[config.mk]
export PLATFORM = sky130hd
export DESIGN_NAME = rv_exec_top
export DESIGN_NICKNAME = d
export VERILOG_FILES = /design/src/hw/rv_exec_pkg.sv /design/src/hw/rv_exec_top.sv /design/src/hw/rv_result.sv /design/src/hw/rv_decode.sv /design/src/hw/rv_alu.sv /design/src/hw/rv_adder.sv /design/src/hw/rv_regfile.sv
export SDC_FILE = /design/constraint.sdc
export NUM_CORES = 2
export LEC_CHECK = 0
export ABC_AREA = 1
export CAP_MARGIN = 0
export CORE_MARGIN = 4
export CORE_UTILIZATION = 30
export CTS_CLUSTER_SIZE = 12
export DETAILED_ROUTE_END_ITERATION = 10
export DONT_BUFFER_PORTS = 1
export PLACE_DENSITY_LB_ADDON = 0.2
export SLEW_MARGIN = 40
export SYNTH_ARGS = -nofsm -noshare
export SYNTH_HDL_FRONTEND = slang
export SYNTH_SLANG_ARGS = --single-unit
export TNS_END_PERCENT = 5
[constraint.sdc]
create_clock -name clk -period 3.95 [get_ports clk]
set_input_delay 0.395 -clock clk [delete_from_list [all_inputs] [get_ports clk]]
set_output_delay 0.395 -clock clk [all_outputs]
set_load 0.01 [all_outputs]
[src/hw/rv_exec_pkg.sv]
`default_nettype none

package rv_exec_pkg;

    localparam int xlen      = 32;
    localparam int ilen      = 32;
    localparam int reg_idx_w = 5;

    typedef enum logic [3:0] {
        alu_add    = 4'd0,
        alu_sub    = 4'd1,
        alu_sll    = 4'd2,
        alu_slt    = 4'd3,
        alu_sltu   = 4'd4,
        alu_xor    = 4'd5,
        alu_srl    = 4'd6,
        alu_sra    = 4'd7,
        alu_or     = 4'd8,
        alu_and    = 4'd9,
        alu_pass_b = 4'd10      // lui
    } alu_op_t;

    localparam logic [6:0] op_reg = 7'b0110011;
    localparam logic [6:0] op_imm = 7'b0010011;
    localparam logic [6:0] op_lui = 7'b0110111;

    localparam logic [2:0] f3_add_sub = 3'b000;
    localparam logic [2:0] f3_sll     = 3'b001;
    localparam logic [2:0] f3_slt     = 3'b010;
    localparam logic [2:0] f3_sltu    = 3'b011;
    localparam logic [2:0] f3_xor     = 3'b100;
    localparam logic [2:0] f3_srl_sra = 3'b101;
    localparam logic [2:0] f3_or      = 3'b110;
    localparam logic [2:0] f3_and     = 3'b111;

    localparam logic [6:0] f7_base = 7'b0000000;
    localparam logic [6:0] f7_alt  = 7'b0100000;   // sub, sra

    typedef struct packed {
        logic                 valid;
        alu_op_t              op;
        logic [xlen-1:0]      operand_a;
        logic [xlen-1:0]      operand_b;   // imm already muxed in
        logic [reg_idx_w-1:0] rd;
        logic                 wr_en;
        logic                 ovf_en;
        logic                 illegal;
    } exe_ctl_t;

    typedef struct packed {
        logic                 valid;
        logic [reg_idx_w-1:0] rd;
        logic [xlen-1:0]      value;
        logic                 wr_en;
        logic                 overflow;
        logic                 illegal;
    } retire_t;

endpackage

`default_nettype wire
[src/hw/rv_exec_top.sv]
`timescale 1ns/10ps
`default_nettype none

module rv_exec_top #(
    parameter int reg_count = 32
) (
    input  logic                              clk,
    input  logic                              reset,
    input  logic                              instr_valid,
    input  logic [rv_exec_pkg::ilen-1:0]      instr,
    output logic                              retire_valid,
    output logic [rv_exec_pkg::reg_idx_w-1:0] retire_rd,
    output logic [rv_exec_pkg::xlen-1:0]      retire_value,
    output logic                              retire_overflow,
    output logic                              retire_illegal
);
    import rv_exec_pkg::*;

    exe_ctl_t             exe;
    retire_t              retire;
    logic [xlen-1:0]      alu_value;
    logic                 alu_overflow;
    logic [reg_idx_w-1:0] rs1_addr;
    logic [reg_idx_w-1:0] rs2_addr;
    logic [xlen-1:0]      rs1_data;
    logic [xlen-1:0]      rs2_data;

    rv_decode #(
        .reg_count (reg_count)
    ) i_rv_decode (
        .clk         (clk),
        .reset       (reset),
        .instr_valid (instr_valid),
        .instr       (instr),
        .rs1_data    (rs1_data),
        .rs2_data    (rs2_data),
        .alu_value   (alu_value),
        .retire      (retire),
        .rs1_addr    (rs1_addr),
        .rs2_addr    (rs2_addr),
        .exe         (exe)
    );

    rv_alu i_rv_alu (
        .op        (exe.op),
        .operand_a (exe.operand_a),
        .operand_b (exe.operand_b),
        .value     (alu_value),
        .overflow  (alu_overflow)
    );

    rv_result i_rv_result (
        .clk          (clk),
        .reset        (reset),
        .exe          (exe),
        .alu_value    (alu_value),
        .alu_overflow (alu_overflow),
        .retire       (retire)
    );

    rv_regfile #(
        .reg_count (reg_count)
    ) i_rv_regfile (
        .clk      (clk),
        .reset    (reset),
        .rs1_addr (rs1_addr),
        .rs2_addr (rs2_addr),
        .wb       (retire),
        .rs1_data (rs1_data),
        .rs2_data (rs2_data)
    );

    assign retire_valid    = retire.valid;
    assign retire_rd       = retire.rd;
    assign retire_value    = retire.value;
    assign retire_overflow = retire.overflow;
    assign retire_illegal  = retire.illegal;

endmodule

`default_nettype wire

[src/hw/rv_result.sv]
`timescale 1ns/10ps
`default_nettype none

module rv_result (
    input  logic                         clk,
    input  logic                         reset,
    input  rv_exec_pkg::exe_ctl_t        exe,
    input  logic [rv_exec_pkg::xlen-1:0] alu_value,
    input  logic                         alu_overflow,
    output rv_exec_pkg::retire_t         retire
);
    import rv_exec_pkg::*;

    retire_t retire_next;

    always_comb begin
        retire_next.valid    = exe.valid;
        retire_next.rd       = exe.rd;
        retire_next.value    = alu_value;
        retire_next.wr_en    = exe.valid && exe.wr_en;
        retire_next.overflow = exe.valid && exe.ovf_en && alu_overflow;   // add, sub, addi only
        retire_next.illegal  = exe.valid && exe.illegal;
    end

    // feeds the outputs, the regfile write and the late bypass
    always_ff @(posedge clk) begin
        retire <= retire_next;
        if (reset) begin
            retire.valid <= 1'b0;
        end
    end

endmodule

`default_nettype wire

[src/hw/rv_decode.sv]
`timescale 1ns/10ps
`default_nettype none

module rv_decode #(
    parameter int reg_count = 32
) (
    input  logic                              clk,
    input  logic                              reset,
    input  logic                              instr_valid,
    input  logic [rv_exec_pkg::ilen-1:0]      instr,
    input  logic [rv_exec_pkg::xlen-1:0]      rs1_data,
    input  logic [rv_exec_pkg::xlen-1:0]      rs2_data,
    input  logic [rv_exec_pkg::xlen-1:0]      alu_value,
    input  rv_exec_pkg::retire_t              retire,
    output logic [rv_exec_pkg::reg_idx_w-1:0] rs1_addr,
    output logic [rv_exec_pkg::reg_idx_w-1:0] rs2_addr,
    output rv_exec_pkg::exe_ctl_t             exe
);
    import rv_exec_pkg::*;

    logic [6:0]           opcode;
    logic [2:0]           funct3;
    logic [6:0]           funct7;
    logic [reg_idx_w-1:0] rd;
    logic [xlen-1:0]      imm_i;
    logic [xlen-1:0]      imm_u;
    logic [xlen-1:0]      rs1_value;
    logic [xlen-1:0]      rs2_value;
    logic                 alt;
    logic                 legal;
    logic                 use_rs2;
    alu_op_t              op;
    exe_ctl_t             exe_next;

    assign opcode   = instr[6:0];
    assign rd       = instr[11:7];
    assign funct3   = instr[14:12];
    assign rs1_addr = instr[19:15];
    assign rs2_addr = instr[24:20];
    assign funct7   = instr[31:25];
    assign alt      = (funct7 == f7_alt);
    assign imm_i    = {{(xlen-12){instr[31]}}, instr[31:20]};
    assign imm_u    = {instr[31:12], 12'b0};

    function automatic alu_op_t op_of(input logic [2:0] f3, input logic use_alt);
        case (f3)
            f3_add_sub: return use_alt ? alu_sub : alu_add;
            f3_sll:     return alu_sll;
            f3_slt:     return alu_slt;
            f3_sltu:    return alu_sltu;
            f3_xor:     return alu_xor;
            f3_srl_sra: return use_alt ? alu_sra : alu_srl;
            f3_or:      return alu_or;
            default:    return alu_and;
        endcase
    endfunction

    // youngest producer wins, x0 is always zero
    function automatic logic [xlen-1:0] bypass(input logic [reg_idx_w-1:0] src,
                                               input logic [xlen-1:0]      rf_data);
        if (src == '0) begin
            return '0;
        end else if (exe.valid && exe.wr_en && exe.rd == src) begin
            return alu_value;
        end else if (retire.valid && retire.wr_en && retire.rd == src) begin
            return retire.value;
        end
        return rf_data;
    endfunction

    always_comb begin
        op      = alu_add;
        legal   = 1'b1;
        use_rs2 = 1'b0;
        case (opcode)
            op_reg: begin
                use_rs2 = 1'b1;
                op      = op_of(funct3, alt);
                if (funct7 != f7_base &&
                    !(alt && (funct3 == f3_add_sub || funct3 == f3_srl_sra))) begin
                    legal = 1'b0;
                end
            end
            op_imm: begin
                op = op_of(funct3, alt && funct3 == f3_srl_sra);   // addi never subtracts
                if (funct3 == f3_sll && funct7 != f7_base) begin
                    legal = 1'b0;
                end
                if (funct3 == f3_srl_sra && funct7 != f7_base && !alt) begin
                    legal = 1'b0;
                end
            end
            op_lui: begin
                op = alu_pass_b;
            end
            default: begin
                legal = 1'b0;
            end
        endcase
        if (int'(rd) >= reg_count) begin
            legal = 1'b0;   // rv32e range
        end
        if (opcode != op_lui && int'(rs1_addr) >= reg_count) begin
            legal = 1'b0;
        end
        if (use_rs2 && int'(rs2_addr) >= reg_count) begin
            legal = 1'b0;
        end
    end

    always_comb begin
        rs1_value = bypass(rs1_addr, rs1_data);
        rs2_value = bypass(rs2_addr, rs2_data);
    end

    always_comb begin
        exe_next.valid     = instr_valid;
        exe_next.op        = op;
        exe_next.operand_a = rs1_value;
        case (opcode)
            op_imm:  exe_next.operand_b = imm_i;
            op_lui:  exe_next.operand_b = imm_u;
            default: exe_next.operand_b = rs2_value;
        endcase
        exe_next.rd      = rd;
        exe_next.wr_en   = legal && (rd != '0);
        exe_next.ovf_en  = legal && (op == alu_add || op == alu_sub);
        exe_next.illegal = !legal;
    end

    always_ff @(posedge clk) begin
        exe <= exe_next;
        if (reset) begin
            exe.valid <= 1'b0;
        end
    end

endmodule

`default_nettype wire

[src/hw/rv_alu.sv]
`timescale 1ns/10ps
`default_nettype none

module rv_alu (
    input  rv_exec_pkg::alu_op_t         op,
    input  logic [rv_exec_pkg::xlen-1:0] operand_a,
    input  logic [rv_exec_pkg::xlen-1:0] operand_b,
    output logic [rv_exec_pkg::xlen-1:0] value,
    output logic                         overflow
);
    import rv_exec_pkg::*;

    logic                     subtract;
    logic [xlen-1:0]          sum;
    logic                     add_overflow;
    logic [$clog2(xlen)-1:0]  shamt;

    assign subtract = (op == alu_sub) || (op == alu_slt);   // slt reuses the subtractor
    assign shamt    = operand_b[$clog2(xlen)-1:0];

    always_comb begin
        value    = '0;
        overflow = 1'b0;
        case (op)
            alu_add, alu_sub: begin
                value    = sum;
                overflow = add_overflow;
            end
            alu_slt: begin
                if (operand_a[xlen-1] != operand_b[xlen-1]) begin
                    value = {{(xlen-1){1'b0}}, operand_a[xlen-1]};   // negative side is less
                end else begin
                    value = {{(xlen-1){1'b0}}, sum[xlen-1]};
                end
            end
            alu_sltu: begin
                value = {{(xlen-1){1'b0}}, (operand_a < operand_b)};
            end
            alu_xor: begin
                value = operand_a ^ operand_b;
            end
            alu_or: begin
                value = operand_a | operand_b;
            end
            alu_and: begin
                value = operand_a & operand_b;
            end
            alu_sll: begin
                value = operand_a << shamt;
            end
            alu_srl: begin
                value = operand_a >> shamt;
            end
            alu_sra: begin
                value = $unsigned($signed(operand_a) >>> shamt);
            end
            alu_pass_b: begin
                value = operand_b;
            end
            default: begin
                value    = '0;
                overflow = 1'b0;
            end
        endcase
    end

    rv_adder i_rv_adder (
        .subtract (subtract),
        .add_1    (operand_a),
        .add_2    (operand_b),
        .sum      (sum),
        .overflow (add_overflow)
    );

endmodule

`default_nettype wire

[src/hw/rv_adder.sv]
`timescale 1ns/10ps
`default_nettype none

module rv_adder (
    input  logic                         subtract,
    input  logic [rv_exec_pkg::xlen-1:0] add_1,
    input  logic [rv_exec_pkg::xlen-1:0] add_2,
    output logic [rv_exec_pkg::xlen-1:0] sum,
    output logic                         overflow
);
    import rv_exec_pkg::*;

    logic [xlen-1:0] operand_b;

    assign operand_b = subtract ? ~add_2 : add_2;   // two's complement via carry in
    assign sum       = add_1 + operand_b + {{(xlen-1){1'b0}}, subtract};

    // same effective signs in, other sign out
    assign overflow = (add_1[xlen-1] == operand_b[xlen-1]) && (sum[xlen-1] != add_1[xlen-1]);

endmodule

`default_nettype wire

[src/hw/rv_regfile.sv]
`timescale 1ns/10ps
`default_nettype none

module rv_regfile #(
    parameter int reg_count = 32
) (
    input  logic                              clk,
    input  logic                              reset,
    input  logic [rv_exec_pkg::reg_idx_w-1:0] rs1_addr,
    input  logic [rv_exec_pkg::reg_idx_w-1:0] rs2_addr,
    input  rv_exec_pkg::retire_t              wb,
    output logic [rv_exec_pkg::xlen-1:0]      rs1_data,
    output logic [rv_exec_pkg::xlen-1:0]      rs2_data
);
    import rv_exec_pkg::*;

    logic [xlen-1:0] regs [reg_count];

    always_ff @(posedge clk) begin
        if (reset) begin
            for (int i = 0; i < reg_count; i++) begin
                regs[i] <= '0;
            end
        end else if (wb.valid && wb.wr_en && wb.rd != '0) begin
            regs[wb.rd] <= wb.value;
        end
    end

    // x0 and out of range indices read as zero
    assign rs1_data = (rs1_addr == '0 || int'(rs1_addr) >= reg_count) ? '0 : regs[rs1_addr];
    assign rs2_data = (rs2_addr == '0 || int'(rs2_addr) >= reg_count) ? '0 : regs[rs2_addr];

endmodule

`default_nettype wire

-- Yosys cells after proc, flatten, opt, wreduce, memory -nomap -nowiden
Memory sizes are Yosys's and may differ from the RTL's.
Cells that the tools add are included.
- word-level logic and storage cells: 128
- memory bits (writable): 1024
- memories: 1
- latch bits: 0
- bits in read-only memories: 0
- flip-flop bits (word level): 118
- multiply operators: 0
- $lt $le $gt $ge: 1
- equal/unequal tests: 28
- divide/modulo/power cells: 0
- bitwise logic cells: 4
- shift-type cells: 3
- $add $sub $neg: 2
- muxes and demuxes: 40
- reductions and logical operators: 35
- memories (memory ; depth ; bits a word ; read ports ; clocked after memory_dff ; wr ports ; line ; text):
    i_rv_regfile.regs ; 32 ; 32 ; 2 ; 0 ; 32 ; rv_regfile.sv:17 ; logic [xlen-1:0] regs [reg_count];
- operator list (kind ; count):
    $mux W32 ; 12
    $pmux W32 S10 ; 1
    $pmux W32 S2 ; 1
    $pmux W4 S7 ; 2
    $add A32 B1 Y32 ; 1
    $add A32 B32 Y32 ; 1
    $and A32 B32 Y32 ; 1
    $lt A32 B32 Y1 ; 1
    $not A32 Y32 ; 1
    $or A32 B32 Y32 ; 1
    $reduce_or A32 Y1 ; 1
    $shl A32 B5 Y32 ; 1
    $shr A32 B5 Y32 ; 1
    $sshr A32 B5 Y32 ; 1
    $xor A32 B32 Y32 ; 1
    $eq A7 B6 Y1 const B ; 3
    $mux W1 ; 21
    $eq A5 B5 Y1 ; 4
    $logic_and A1 B1 Y1 ; 19
    $eq A4 B3 Y1 const B ; 4
    $eq A4 B4 Y1 const B ; 3
    $pmux W4 S3 ; 1
    $logic_not A5 Y1 ; 2
    $reduce_bool A5 Y1 ; 2
    16 further kinds ; 27

-- Depth between registers and ports, before layout
- depth after elaboration: 11
- gate-level depth with buffers: 25
- depth with buffers taken out: 24

-- Cells and area by module
Synthesis repeated with hierarchy kept, for this count alone.
- cells, all modules: 9838
- area, all modules: 71300.9 um^2
- modules (own cells, without submodules) (module ; seq. area each (um^2) ; cells each ; area each (um^2) ; times used):
    rv_regfile ; 30749.5 ; 7244 ; 56633.1 ; 1
    rv_alu ; 0.0 ; 1264 ; 6432.4 ; 1
    rv_decode ; 1541.5 ; 822 ; 4847.1 ; 1
    rv_adder ; 0.0 ; 459 ; 2534.9 ; 1
    rv_result ; 820.8 ; 49 ; 853.3 ; 1

-- Worst setup path before layout
No wires, ideal clock.
- kind: reg-to-reg
- start point: reg i_rv_decode.exe[75] (netlist name)
- end point: reg i_rv_decode.exe[28] (netlist name)
- path slack: 0.927 ns
- stages on the path, launching flop included: 22
- arrival: 2.911 ns
- clock period less this slack: 3.023 ns
- data required time: 3.838 ns
- cell sequence: dfxtp_1 nor2_1 inv_1 nor2_1 buf_1 xor2_1 ha_1 nand2_1 a21oi_1 nand2_1 o211ai_1 nand2_1 nand2_1 nand2_1 nand2_1 nand2_1 nand3_1 nand3_1 o21ai_0 nand2_1 nand2_1 nand2_1

==> flow_summary.json <==
{
  "outcome": "completed",
  "fin_area_sq_um": 75250,
  "antenna_found_initial": 10,
  "floorplan.die.width_um": 484.2,
  "htree_levels": 4,
  "critPathArrivalTime_ps": 4300,
  "path_max_fanout": 16,
  "clock_latency_ps": 810,
  "numCtsBuffers": 141,
  "tns_ps": 0,
  "register_area_sq_um": 33120,
  "gp_congestion": 0.9627,
  "fmaxAchievable_ghz": 0.2750,
  "fin_nets": 8190,
  "netlist_area_sq_um": 68020,
  "syn_inst": 8355,
  "yosysWarnings": 0,
  "power_leakage_nw": 29.06,
  "dpl_cell_area_sq_um": 70210,
  "first_pass_iters": 6,
  "track_usage_pct": 25.81,
  "drive_gt1_share_pct": 6.669,
  "dp_cells": 10840,
  "post-dp-hpwl_um": 192100,
  "max-cap-violations": 0,
  "detail-route-antenna-nets": 0,
  "die_y_um": 484.2,
  "cts_tree": "yes",
  "clock-root-buffer": "clkbuf_16",
  "num_io_pins": 75,
  "path_class": "reg2reg",
  "multi_input_area_sq_um": 29210,
  "holdWs_ps": 63.45,
  "grt_pass1_vias": 59230,
  "core_sq_um": 225100,
  "vias": 63440,
  "drcViolationCount": 0,
  "ys_ff_latch": 1142,
  "finalWorstSetupSlack_ps": 314.2,
  "slew_violations": 0,
  "avgSynthCellArea_sq_um": 8.141,
  "die_area_sq_um": 234400,
  "slew_headroom_pct": 34.94,
  "routed_wl_um": 315600,
  "port_buffers": 0,
  "vias_per_cell": 5.696,
  "preCtsSetupSlack_ps": 233.3,
  "critical_path_required_ps": 4610,
  "worst_slew_pin_slew_ps": 965.7,
  "fin_cells": 11140,
  "vdd.ir_drop.worst_mv": 0.4368,
  "ys_seq_area_share_pct": 48.68,
  "timing.final.crit_share_pct": 92.05,
  "rsz0062_at_grt": "no",
  "clock_sinks": 1142,
  "cp-start-kind": "flip-flop",
  "power_density_nw_per_um2": 477.8,
  "dr.first_iter.drc_count": 7969,
  "grt_max_degree": 764,
  "ys_types": 54,
  "grt_pass1_wl_um": 444100,
  "hold_path.class": "in2reg",
  "end_kind": "flip-flop",
  "synthToLayoutAreaGrowth_pct": 10.62,
  "period_needed_ps": 3636,
  "start_util_pct": 30.22,
  "synth_edf_count": 1024,
  "finClkSkew_ps": 31.40,
  "clock_path_buffers": 3,
  "async_flop_share_pct": 0,
  "n_fill_cell": 23390,
  "hold_viol_final": 0,
  "grt.overflow.total": 0,
  "setup_violations": 0,
  "drt-wirelength-per-cell_um": 28.34,
  "path_clk_slew_ps": 60,
  "synth_ff_type": "edfxtp_1",
  "rows": 174
}
[per-stage QoR]
step / utilization [%] / total power [mW]
final: 33.43 / 35.95
after global routing: 33.42 / 37.23
after global placement: 31.18 / 22.87
after detailed placement: 31.19 / 22.87
after CTS: 33.31 / 35.70
after floorplan: - / 19.59
[sequential cells by signal (all words and copies together) (netlist names)]
| signal | flops |
|---|---|
| i_rv_decode.exe | 77 |
| i_rv_result.retire | 41 |
| i_rv_regfile.regs | 1024 |
[metal layers]
layer  wire length, um  GRT usage, %
met2            144700         41.51
met5                92             0
met1            127700         33.88
met4             13610         10.24
met3             29520         5.452
[path summary, 6_finish.rpt]
path | from | depth (start not counted) | end | slack [ps]
worst max-delay path | i_rv_decode.exe[74] | 17 | i_rv_decode.exe[69] | 310
worst min-delay path | instr[12] | 5 | i_rv_decode.exe[72] | 60
worst min register to register | i_rv_decode.exe[3] | 0 | i_rv_result.retire[35] | 380
worst max register to register | i_rv_decode.exe[74] | 17 | i_rv_decode.exe[69] | 310
[layout make-up]
type                       count  area share, %
antenna                        4        0.01330
tap                         2992          4.975
clock inverter                78         0.8630
timing repair buffer         271          3.465
clock buffer                 182          5.062
inverter                     545          2.785
sequential                  1142          44.01
multi-input combinational   5924          38.83
[worst max-delay path: stages (launching register included)]
cell and delay [ps]:
dfxtp_1 320, nor2_1 210, inv_1 140, nor2_4 340
buf_12 240, xor2_1 160, ha_1 310, inv_1 120
o21ai_0 120, a31oi_1 420, o21ai_0 270, a21oi_1 270
nand3_1 110, nand3_1 110, and2_1 130, inv_1 50
o21ai_1 120, nand2_1 60
[where the power goes]
part	switching, mW	total (mW)	internal (mW)
sequential	0.934	14.7	13.8
clock	5.51	12.8	7.30
combinational	6.54	8.43	1.89
total	13.0	35.9	23.0
[cell usage after synthesis (11+ instances only)]
library cell	n	share of area, %
o21ai_1	78	0.57
a21oi_1	609	4.5
buf_4	46	0.51
clkbuf_1	474	2.6
buf_1	38	0.21
a211oi_1	14	0.15
nor3_1	40	0.29
inv_1	529	2.9
o21ai_0	1522	11
nand4_1	39	0.36
a221oi_1	11	0.14
nor2_1	1654	9.1
buf_6	95	1.6
nand2_1	897	5.0
nand3_1	354	2.6
xor2_1	37	0.48
o21a_1	16	0.18
dfxtp_1	118	3.5
edfxtp_1	1024	45
buf_2	121	0.89
o221ai_1	160	2.1
o211ai_1	85	0.94
o22ai_1	160	1.5
ha_1	129	2.4
[placed cells by master (no fill, tap or decap), types with 7 or more instances in the layout]
cell and instances:
nor2_1 1653, o21ai_0 1520, edfxtp_1 1024, nand2_1 835, a21oi_1 608, inv_1 519, nand3_1 353, buf_4 208
o22ai_1 160, o221ai_1 160, clkbuf_16 146, ha_1 129, dfxtp_1 114, o211ai_1 85, o21ai_1 80, nand2_2 63
nor3_1 40, clkinv_1 39, nand4_1 39, xor2_1 37, clkbuf_1 34, conb_1 32, dlygate4sd3_1 29, buf_12 24
clkinv_2 21, o21a_1 16, a211oi_1 14, inv_2 13, inv_6 12, a221oi_1 11, nor4_1 10, buf_16 10
o21bai_1 9, mux2i_1 8, o2111ai_1 7, bufinv_16 7
[cells by family after synthesis]
family	count (synthesis)	synth area share [%]
fa+ha+maj	130	2.402
mux	8	0.1177
other cells	1	0.005513
simple gates	3023	17.85
flops	1142	48.68
compound gates	2693	21.63
buf+inv	1320	8.831
xor+xnor	38	0.4893
[what timing repair did]
action,CTS,global route
hold buffers,30,0
hold endpoints to repair,67,0
setup endpoints to repair,0,2
buffers inserted,0,0
gates resized for setup,0,1
Power figures use the tool's default switching activity.
